[config.mk]
export PLATFORM = sky130hd
export DESIGN_NAME = sdf_stage
export DESIGN_NICKNAME = d
export VERILOG_FILES = /design/src/fft_pkg.sv /design/src/sdf_butterfly.sv /design/src/sdf_delay_line.sv /design/src/twiddle_mult.sv /design/src/sdf_stage_ctrl.sv /design/src/sdf_stage.sv
export SDC_FILE = /design/constraint.sdc
export NUM_CORES = 2
export LEC_CHECK = 0
export BUFFER_PORTS_ARGS = -buffer_cell sky130_fd_sc_hd__buf_2
export CORE_ASPECT_RATIO = 0.7
export CORE_UTILIZATION = 45
export CTS_CLUSTER_DIAMETER = 40
export DETAILED_ROUTE_END_ITERATION = 8
export SKIP_CTS_REPAIR_TIMING = 1
export SYNTH_ARGS = -nofsm -noshare
export SYNTH_HDL_FRONTEND = slang
export SYNTH_HIERARCHICAL = 1
export SYNTH_SLANG_ARGS = --single-unit
[constraint.sdc]
create_clock -name clk -period 14.6 [get_ports clk]
set_input_delay 2.92 -clock clk [delete_from_list [all_inputs] [get_ports clk]]
set_output_delay 2.92 -clock clk [all_outputs]
set_load 0.005 [all_outputs]
[src/fft_pkg.sv]
/*
 * FFT16 shared definitions
 * Sample format, widths, stage controller types and W16 twiddle table
 */
`default_nettype none

package fft_pkg;

    // ==============================
    // Widths and sizes
    // ==============================
    localparam int DATA_W   = 15;
    localparam int N_POINTS = 16;
    localparam int TW_FRAC  = 13;
    localparam int TW_IDX_W = 3;
    // Sample position inside a frame
    localparam int CNT_W    = $clog2(N_POINTS);
    // Full complex product before scaling
    localparam int MULT_W   = 2 * DATA_W + 1;

    // One complex sample, real part in the upper half
    typedef struct packed {
        logic signed [DATA_W-1:0] re;
        logic signed [DATA_W-1:0] im;
    } cplx_t;

    // W16^n for n = 0..7, Q1.13
    localparam cplx_t tw_rom [1 << TW_IDX_W] = '{
        '{re:  15'sd8192, im:  15'sd0},
        '{re:  15'sd7568, im: -15'sd3135},
        '{re:  15'sd5793, im: -15'sd5793},
        '{re:  15'sd3135, im: -15'sd7568},
        '{re:  15'sd0,    im: -15'sd8192},
        '{re: -15'sd3135, im: -15'sd7568},
        '{re: -15'sd5793, im: -15'sd5793},
        '{re: -15'sd7568, im: -15'sd3135}
    };

    // Stage sequencer phases
    typedef enum logic [1:0] {IDLE, FILL, COMPUTE, DRAIN} ctrl_state_e;

    // Controller to datapath, valid for the current cycle
    typedef struct packed {
        logic                compute;
        logic                load;
        logic [TW_IDX_W-1:0] tw_idx;
    } stage_ctrl_t;

endpackage

`default_nettype wire

[src/sdf_butterfly.sv]
/*
 * Radix-2 butterfly
 * Half sum and half difference, scaled so no output overflows
 */
`timescale 1ns/1ps
`default_nettype none

module sdf_butterfly (
    input  fft_pkg::cplx_t a_i,
    input  fft_pkg::cplx_t b_i,
    output fft_pkg::cplx_t sum_o,
    output fft_pkg::cplx_t diff_o
);
    import fft_pkg::*;

    // One guard bit on every part
    logic signed [DATA_W:0] a_re, a_im;
    logic signed [DATA_W:0] b_re, b_im;
    logic signed [DATA_W:0] s_re, s_im;
    logic signed [DATA_W:0] d_re, d_im;

    always_comb begin
        // Sign extension
        a_re = {a_i.re[DATA_W-1], a_i.re};
        a_im = {a_i.im[DATA_W-1], a_i.im};
        b_re = {b_i.re[DATA_W-1], b_i.re};
        b_im = {b_i.im[DATA_W-1], b_i.im};

        s_re = a_re + b_re;
        s_im = a_im + b_im;
        d_re = a_re - b_re;
        d_im = a_im - b_im;

        // Arithmetic shift by one, drop the LSB
        sum_o.re  = s_re[DATA_W:1];
        sum_o.im  = s_im[DATA_W:1];
        diff_o.re = d_re[DATA_W:1];
        diff_o.im = d_im[DATA_W:1];
    end

endmodule

`default_nettype wire

[src/sdf_delay_line.sv]
/*
 * SDF feedback delay line
 * DEPTH complex samples, shifts only when enabled
 */
`timescale 1ns/1ps
`default_nettype none

module sdf_delay_line #(
    parameter int DEPTH = 8
) (
    input  logic           clk,
    input  logic           rst,
    input  logic           shift_i,
    input  fft_pkg::cplx_t data_i,
    output fft_pkg::cplx_t data_o
);
    import fft_pkg::*;

    // Entry 0 is newest
    cplx_t mem_q [DEPTH];

    always_ff @(posedge clk or negedge rst) begin
        if (!rst) begin
            for (int i = 0; i < DEPTH; i++) begin
                mem_q[i] <= '0;
            end
        end else if (shift_i) begin
            mem_q[0] <= data_i;
            for (int i = 1; i < DEPTH; i++) begin
                mem_q[i] <= mem_q[i-1];
            end
        end
    end

    // Oldest entry, written DEPTH shifts ago
    assign data_o = mem_q[DEPTH-1];

endmodule

`default_nettype wire

[src/twiddle_mult.sv]
/*
 * Twiddle multiplier
 * Complex product with a W16 table entry, truncated to DATA_W with saturation
 */
`timescale 1ns/1ps
`default_nettype none

module twiddle_mult (
    input  fft_pkg::cplx_t                data_i,
    input  logic [fft_pkg::TW_IDX_W-1:0]  tw_idx_i,
    output fft_pkg::cplx_t                data_o
);
    import fft_pkg::*;

    cplx_t                    tw;
    logic signed [MULT_W-1:0] d_re, d_im;
    logic signed [MULT_W-1:0] w_re, w_im;
    logic signed [MULT_W-1:0] prod_re, prod_im;
    logic signed [MULT_W-1:0] shr_re, shr_im;

    // Clamp to the signed DATA_W range
    function automatic logic signed [DATA_W-1:0] sat(input logic signed [MULT_W-1:0] v);
        logic fits;
        // Fits when all bits above the result are copies of its sign
        fits = (&v[MULT_W-1:DATA_W-1]) || !(|v[MULT_W-1:DATA_W-1]);
        if (fits) begin
            return v[DATA_W-1:0];
        end else if (v[MULT_W-1]) begin
            return {1'b1, {(DATA_W-1){1'b0}}};
        end else begin
            return {1'b0, {(DATA_W-1){1'b1}}};
        end
    endfunction

    always_comb begin
        tw = tw_rom[tw_idx_i];

        // Widen all operands before the multiply
        d_re = MULT_W'($signed(data_i.re));
        d_im = MULT_W'($signed(data_i.im));
        w_re = MULT_W'($signed(tw.re));
        w_im = MULT_W'($signed(tw.im));

        // (a + jb)(c + jd)
        prod_re = d_re * w_re - d_im * w_im;
        prod_im = d_re * w_im + d_im * w_re;

        // Drop Q1.13 fraction, floor rounding
        shr_re = prod_re >>> TW_FRAC;
        shr_im = prod_im >>> TW_FRAC;

        data_o.re = sat(shr_re);
        data_o.im = sat(shr_im);
    end

endmodule

`default_nettype wire

[src/sdf_stage_ctrl.sv]
/*
 * SDF stage controller
 * Tracks the frame position, selects fill/compute, hands out twiddle index
 */
`timescale 1ns/1ps
`default_nettype none

module sdf_stage_ctrl #(
    parameter int DEPTH = 8
) (
    input  logic                 clk,
    input  logic                 rst,
    input  logic                 valid_i,
    output fft_pkg::stage_ctrl_t ctrl_o,
    output logic                 valid_o
);
    import fft_pkg::*;

    ctrl_state_e            state_q, state_d, next_ph;
    logic       [CNT_W-1:0] cnt_q, cnt_d, cnt_inc;
    logic [TW_IDX_W-1:0]    tw_idx;
    logic                   diff_pend_q, diff_pend_d;
    logic                   valid_q, valid_d;

    assign cnt_inc = cnt_q + 1'b1;
    // Phase of the next sample, odd D-block is compute
    assign next_ph = cnt_inc[$clog2(DEPTH)] ? COMPUTE : FILL;
    // (k mod D) * (8/D)
    assign tw_idx  = TW_IDX_W'((int'(cnt_q) % DEPTH) * (N_POINTS / 2 / DEPTH));

    always_comb begin
        state_d     = state_q;
        cnt_d       = cnt_q;
        diff_pend_d = diff_pend_q;
        valid_d     = 1'b0;
        ctrl_o      = '0;
        case (state_q)
            IDLE: begin
                cnt_d       = '0;
                diff_pend_d = 1'b0;
                // Sample 0 of a new frame, always a fill slot
                if (valid_i) begin
                    ctrl_o.load = 1'b1;
                    cnt_d       = cnt_inc;
                    state_d     = next_ph;
                end
            end
            FILL: begin
                ctrl_o.load   = 1'b1;
                ctrl_o.tw_idx = tw_idx;
                // Differences of the previous group leave through the twiddle
                valid_d       = diff_pend_q;
                cnt_d         = cnt_inc;
                state_d       = next_ph;
            end
            COMPUTE: begin
                ctrl_o.load    = 1'b1;
                ctrl_o.compute = 1'b1;
                valid_d        = 1'b1;
                diff_pend_d    = 1'b1;
                cnt_d          = cnt_inc;
                // Last frame sample, counter wraps to 0 for the drain
                if (cnt_q == '1) begin
                    state_d = DRAIN;
                end else begin
                    state_d = next_ph;
                end
            end
            DRAIN: begin
                ctrl_o.load   = 1'b1;
                ctrl_o.tw_idx = tw_idx;
                valid_d       = 1'b1;
                cnt_d         = cnt_inc;
                if (cnt_q == CNT_W'(DEPTH - 1)) begin
                    state_d = IDLE;
                    cnt_d   = '0;
                end
            end
            default: state_d = IDLE;
        endcase
    end

    always_ff @(posedge clk or negedge rst) begin
        if (!rst) begin
            state_q     <= IDLE;
            cnt_q       <= '0;
            diff_pend_q <= 1'b0;
            valid_q     <= 1'b0;
        end else begin
            state_q     <= state_d;
            cnt_q       <= cnt_d;
            diff_pend_q <= diff_pend_d;
            valid_q     <= valid_d;
        end
    end

    // Lines up with the stage output register
    assign valid_o = valid_q;

endmodule

`default_nettype wire

[src/sdf_stage.sv]
/*
 * One radix-2 SDF stage
 * Controller, feedback delay line, butterfly, twiddle and output register
 */
`timescale 1ns/1ps
`default_nettype none

module sdf_stage #(
    parameter int DEPTH = 8
) (
    input  logic           clk,
    input  logic           rst,
    input  logic           valid_i,
    input  fft_pkg::cplx_t data_i,
    output logic           valid_o,
    output fft_pkg::cplx_t data_o
);
    import fft_pkg::*;

    stage_ctrl_t ctrl;
    cplx_t       dly_in;
    cplx_t       dly_out;
    cplx_t       bf_sum;
    cplx_t       bf_diff;
    cplx_t       tw_out;
    cplx_t       out_d;

    // ==============================
    // Sequencing
    // ==============================
    sdf_stage_ctrl #(
        .DEPTH (DEPTH)
    ) u_ctrl (
        .clk     (clk),
        .rst     (rst),
        .valid_i (valid_i),
        .ctrl_o  (ctrl),
        .valid_o (valid_o)
    );

    // ==============================
    // Datapath
    // ==============================

    // Fill stores the input, compute stores the difference
    assign dly_in = ctrl.compute ? bf_diff : data_i;

    sdf_delay_line #(
        .DEPTH (DEPTH)
    ) u_dly (
        .clk     (clk),
        .rst     (rst),
        .shift_i (ctrl.load),
        .data_i  (dly_in),
        .data_o  (dly_out)
    );

    // Older sample is a, current input is b
    sdf_butterfly u_bf (
        .a_i    (dly_out),
        .b_i    (data_i),
        .sum_o  (bf_sum),
        .diff_o (bf_diff)
    );

    // Only the stored differences get rotated
    twiddle_mult u_tw (
        .data_i   (dly_out),
        .tw_idx_i (ctrl.tw_idx),
        .data_o   (tw_out)
    );

    // Sum leaves at once, differences one half-group later
    assign out_d = ctrl.compute ? bf_sum : tw_out;

    // Output register, holds its value between frames
    always_ff @(posedge clk or negedge rst) begin
        if (!rst) begin
            data_o <= '0;
        end else if (ctrl.load) begin
            data_o <= out_d;
        end
    end

endmodule

`default_nettype wire

== Word-level counts from Yosys, hierarchy flattened ==
Memories as Yosys holds them, arrays and structs flattened.
Index checks and enable logic that the tools add are counted.

* Multipliers: 4
* Magnitude comparators: 1
* Bitwise logic cells: 1
* Add/sub/neg operators: 7
* Reduce and logical (&&, ||, !) cells: 15
* Eq/ne operators: 7
* Mux-type cells: 22

{| class="wikitable"
|+ Operators with widths
! kind !! count
|-
| $mul 15x15->30 || 4
|-
| $mux 30 || 4
|-
| $mux 15 || 4
|-
| $add 15x15->16 || 2
|-
| $sub 15x15->16 || 2
|-
| $add 31x31->31 || 1
|-
| $sub 31x31->31 || 1
|-
| $pmux 4 s3 || 1
|-
| $mux 2 || 4
|-
| $mux 4 || 2
|-
| $pmux 2 s4 || 1
|-
| $reduce_and 4->1 || 2
|-
| $reduce_or 4->1 || 2
|-
| $pmux 1 s2 || 3
|-
| $reduce_or 2->1 || 3
|-
| $add 4x1->4 const B || 1
|-
| $eq 2x2->1 const B || 2
|-
| $eq 4x3->1 const B || 1
|-
| $eq 4x4->1 const B || 1
|-
| $ge 4x4->1 const B || 1
|-
| $not 3->4 || 1
|-
| $mux 3 || 1
|-
| $reduce_or 3->1 || 1
|-
| $eq 2x1->1 const B || 1
|-
| other kinds (8) || 11
|}

* Logic and storage cells: 80
* Memory bits (read-only): 240
* Output and inout bits: 31
* Register bits after elaboration: 278
* Memories: 1
* Bits of input ports: 33

{| class="wikitable"
|+ Memory list
! memory !! words !! width !! read ports !! clocked after Yosys merged registers in !! write ports !! line !! source
|-
| (no name shown) || 8 || 30 || 1 || 0 || 0 || twiddle_mult.sv:36 || <nowiki>tw = tw_rom[tw_idx_i];</nowiki>
|}

== Depth between registers and ports, before layout ==
* Depth in word-level cells: 14
* Gate-level depth with buffers: 48
* Gate-level depth less buffers: 42

== Modules after synthesis ==
Netlist, hierarchy kept.

{| class="wikitable"
|+ Modules (own cells, without submodules)
! module !! instances !! area each (µm²) !! seq. area each (µm²) !! cells an instance
|-
| twiddle_mult || 1 || 34495.6 || 0.0 || 3667
|-
| sdf_delay_line || 1 || 10156.0 || 6005.8 || 537
|-
| sdf_butterfly || 1 || 2840.2 || 0.0 || 407
|-
| sdf_stage || 1 || 1786.7 || 750.7 || 164
|-
| sdf_stage_ctrl || 1 || 545.5 || 200.2 || 54
|}

== Worst setup path before layout ==
No wires, ideal clock.

* Path kind: reg-to-reg
* From: register u_ctrl.state_q[0]
* To: register, netlist name data_o[19]
* Data required time: 14.463 ns
* Stages on the path, launching flop included: 47
* Buffers on the path: 7
* Library setup time: 0.137 ns
* Period minus slack after synthesis: 10.948 ns
* Arrival time: 10.811 ns
* Setup slack: 3.652 ns
* Cell sequence: dfrtp_1 ha_1 buf_2 nor2_1 nor2b_1 clkbuf_1 inv_1 ha_1 buf_6 nand2_1 nand2_1 clkbuf_1 clkbuf_1 nand2_1 fa_1 fa_1 inv_1 fa_1 [... 11 more ...] o21a_1 o22a_1 o31ai_1 o21ai_0 o21ai_0 xor2_1 ha_1 and3_1 a221o_1 a21oi_1 a21boi_4 or4b_1 buf_2 buf_6 o21bai_2 o22ai_2 mux2i_1 a21oi_1

{| class="wikitable"
|+ RTL lines
! element !! line !! source
|-
| start: declaration || sdf_stage_ctrl.sv:19 || <nowiki>ctrl_state_e state_q, state_d, next_ph;</nowiki>
|-
| start signal: assignment || sdf_stage_ctrl.sv:90 || <nowiki>state_q <= state_d;</nowiki>
|}

==> metrics.cfg <==
[worst_setup_path]
end_kind = flop
crit_required_ns = 15.06
path_class = flop to flop
path_common_cell = inv_1
cp_slowest_cell = or4b_1
crit_fanout = 29
cp-start-kind = flop
arrival_ns = 13.90
critPathTopFamily = adder cells
cp.buffers_inverters = 7
max_stage_delay_ns = 0.86

[synthesis]
syn_avg_cell_area_um2 = 10.32
synth_edf_count = 0
ys_seq_area_frac = 0.1396
ys_types = 109
synth_top_family_by_area = adder cells
syn-cell-area_um2 = 49820
synthSimpleGateAreaFrac = 0.09663
synth-compound-area-share = 0.06605
synth-xor-area-share = 0.02813
netlist_instances = 4829
synth_top_area_frac = 0.3612
synthTopCellsByArea = fa_1, dfrtp_1, ha_1
synth_nets = 6190
async_flop_share = 1.000
synth_top_area_cell = fa_1
synthMuxAreaShare = 0.08440
ys_ff_latch = 278
ys.flop_type = dfrtp_1
synth_fa_ha_area_frac = 0.4689
ys_warn_count = 6

[detailed_routing]
wire_per_inst_um = 21.42
num_vias = 32437
drc_errors = 0
avgViaCountPerCell = 5.183
ant_nets = 0
drt_iter0_drc = 2630
dr.pass1.iters = 5
wl_mm = 134.1

[cts]
clk_path_buf_depth = 3
cts_tree = built
path_clk_slew_ns = 0.07
cts-root-buf = clkbuf_16
h-tree-depth = 1
cts_sinks = 278
clk_latency_ns = 0.61
cts_buffers = 30

[placed_design]
dp_hpwl_mm = 113.1
io_buffers = 63
place.gp.congestion = 0.9535

[sta]
fin_crit_ns = 13.45
max_freq_mhz = 74.36
drv_slew = 0
hold_viol_final = 0
min_period_over_period = 0.9212
tns_ns = 0
skew_ns = 0.03480
worst_pin_slew_ns = 1.121
slew_headroom = 0.2527
rsz0062_at_grt = false
setup_violations = 0

[die]
initial_core_util = 0.4569
rows = 101
core_um2 = 109100
die_x_um = 399.7
io_pins = 64
die_h_um = 280.4
die-area_um2 = 112100

[cells_and_area]
syn2layout_area_growth_pct = 4.611
drive_gt1_frac = 0.1157
nNetsFinal = 6152
final_common_cell = inv_1
final_cell_mix = inv_1, fa_1, ha_1

[global_routing]
grt_max_degree = 148
grt_pass1_vias = 33268
grtUsageTotal = 0.2488
grt_pass1_wl_mm = 209.2
grt-ovfl-total = 0
antenna_found_initial = 7

[run]
maxCapViolations = 0

[run_status]
outcome = complete, no violations

[min_path]
hold_path.class = flop to flop

==> logic make-up (layout without fill, tap and decap cells) <==
group / after synthesis / after routing
compound gates: 444 / 444
mux: 310 / 310
buf+inv: 1368 / 1354
other cells: 0 / 1
flops: 278 / 278
xor+xnor: 160 / 160
fa+ha+maj: 1328 / 1328
simple gates: 941 / 941
==> layout make-up <==
| cell class | count | area, um2 |
|---|---|---|
| Fill cell | 10220 | 56940 |
| Multi-Input combinational cell | 3183 | 37110 |
| Sequential cell | 278 | 6957 |
| Inverter | 1170 | 4399 |
| Tap cell | 1442 | 1804 |
| Clock buffer | 42 | 845.8 |
| Timing Repair Buffer | 128 | 825.8 |
| Clock inverter | 14 | 181.4 |
| Antenna cell | 1 | 2.502 |
==> worst register-to-register path, delay by kind of cell, from the launching register on <==
kind	cells	cell delay [ns]
xor+xnor	1	0.22
simple gates	9	4.03
compound gates	12	3.69
buf+inv	7	0.51
fa+ha+maj	10	4.25
flops	1	0.40
mux	1	0.17
==> through the flow <==
step | hold slack (ns) | util | cells | area (um2) | setup WS [ns]
global route | 0.4909 | 0.4779 | 6257 | 52120 | 0.5893
global placement | 0.4836 | 0.4685 | 6201 | 51090 | 1.531
finish | 0.4864 | 0.4779 | 6258 | 52120 | 1.151
floorplan | 0.4506 | - | 4829 | 49820 | 3.652
detailed placement | 0.4834 | 0.4685 | 6201 | 51090 | 1.414
CTS | 0.4898 | 0.4779 | 6257 | 52120 | 1.354
==> path summary, 6_finish.rpt <==
kind / from / endpoint / slack, ns / cells past startpoint
worst min register to register: u_dly/mem_q[119]$_DFFE_PN0P_ / u_dly/mem_q[89]$_DFFE_PN0P_ / 0.49 / 1
worst max register to register: u_ctrl/state_q[1]$_DFFE_PN0P_ / data_o[15]$_DFFE_PN0P_ / 1.15 / 40
worst max-delay path: u_ctrl/state_q[1]$_DFFE_PN0P_ / data_o[15]$_DFFE_PN0P_ / 1.15 / 40
min in group asynchronous: rst / u_dly/mem_q[96]$_DFFE_PN0P_ / 2.34 / 1
max in group asynchronous: rst / u_dly/mem_q[179]$_DFFE_PN0P_ / 10.22 / 3
worst min-delay path: u_dly/mem_q[119]$_DFFE_PN0P_ / u_dly/mem_q[89]$_DFFE_PN0P_ / 0.49 / 1
==> sequential cells by signal, summed over array words and instances, names as in the netlist <==
signal,cells
u_ctrl/state_q,2
data_o,30
u_ctrl/diff_pend_q,1
u_dly/mem_q,210
u_ctrl/cnt_q,4
u_dly/data_o,30
u_ctrl/valid_o,1
==> metal layers <==
metal / vias up / part of all wire / GRT usage
met5: - / 0 / 0
met4: 0 / 0.020 / 0.04404
met3: 117 / 0.096 / 0.06127
met2: 1011 / 0.39 / 0.3278
met1: 16621 / 0.50 / 0.4050
li1: 14688 / - / -
==> Yosys cell counts (all sizes together) (106+ instances only) <==
library cell     n
nand2          259
ha             429
dfrtp          278
mux2           271
fa             899
xnor2          118
a21oi          145
inv           1167
clkbuf         106
nor2           190
nor2b          112
and2           208
Power is left out: the tool's default activity adds up to more than one toggle a clock period on the data nets, which glitch-free logic cannot reach.
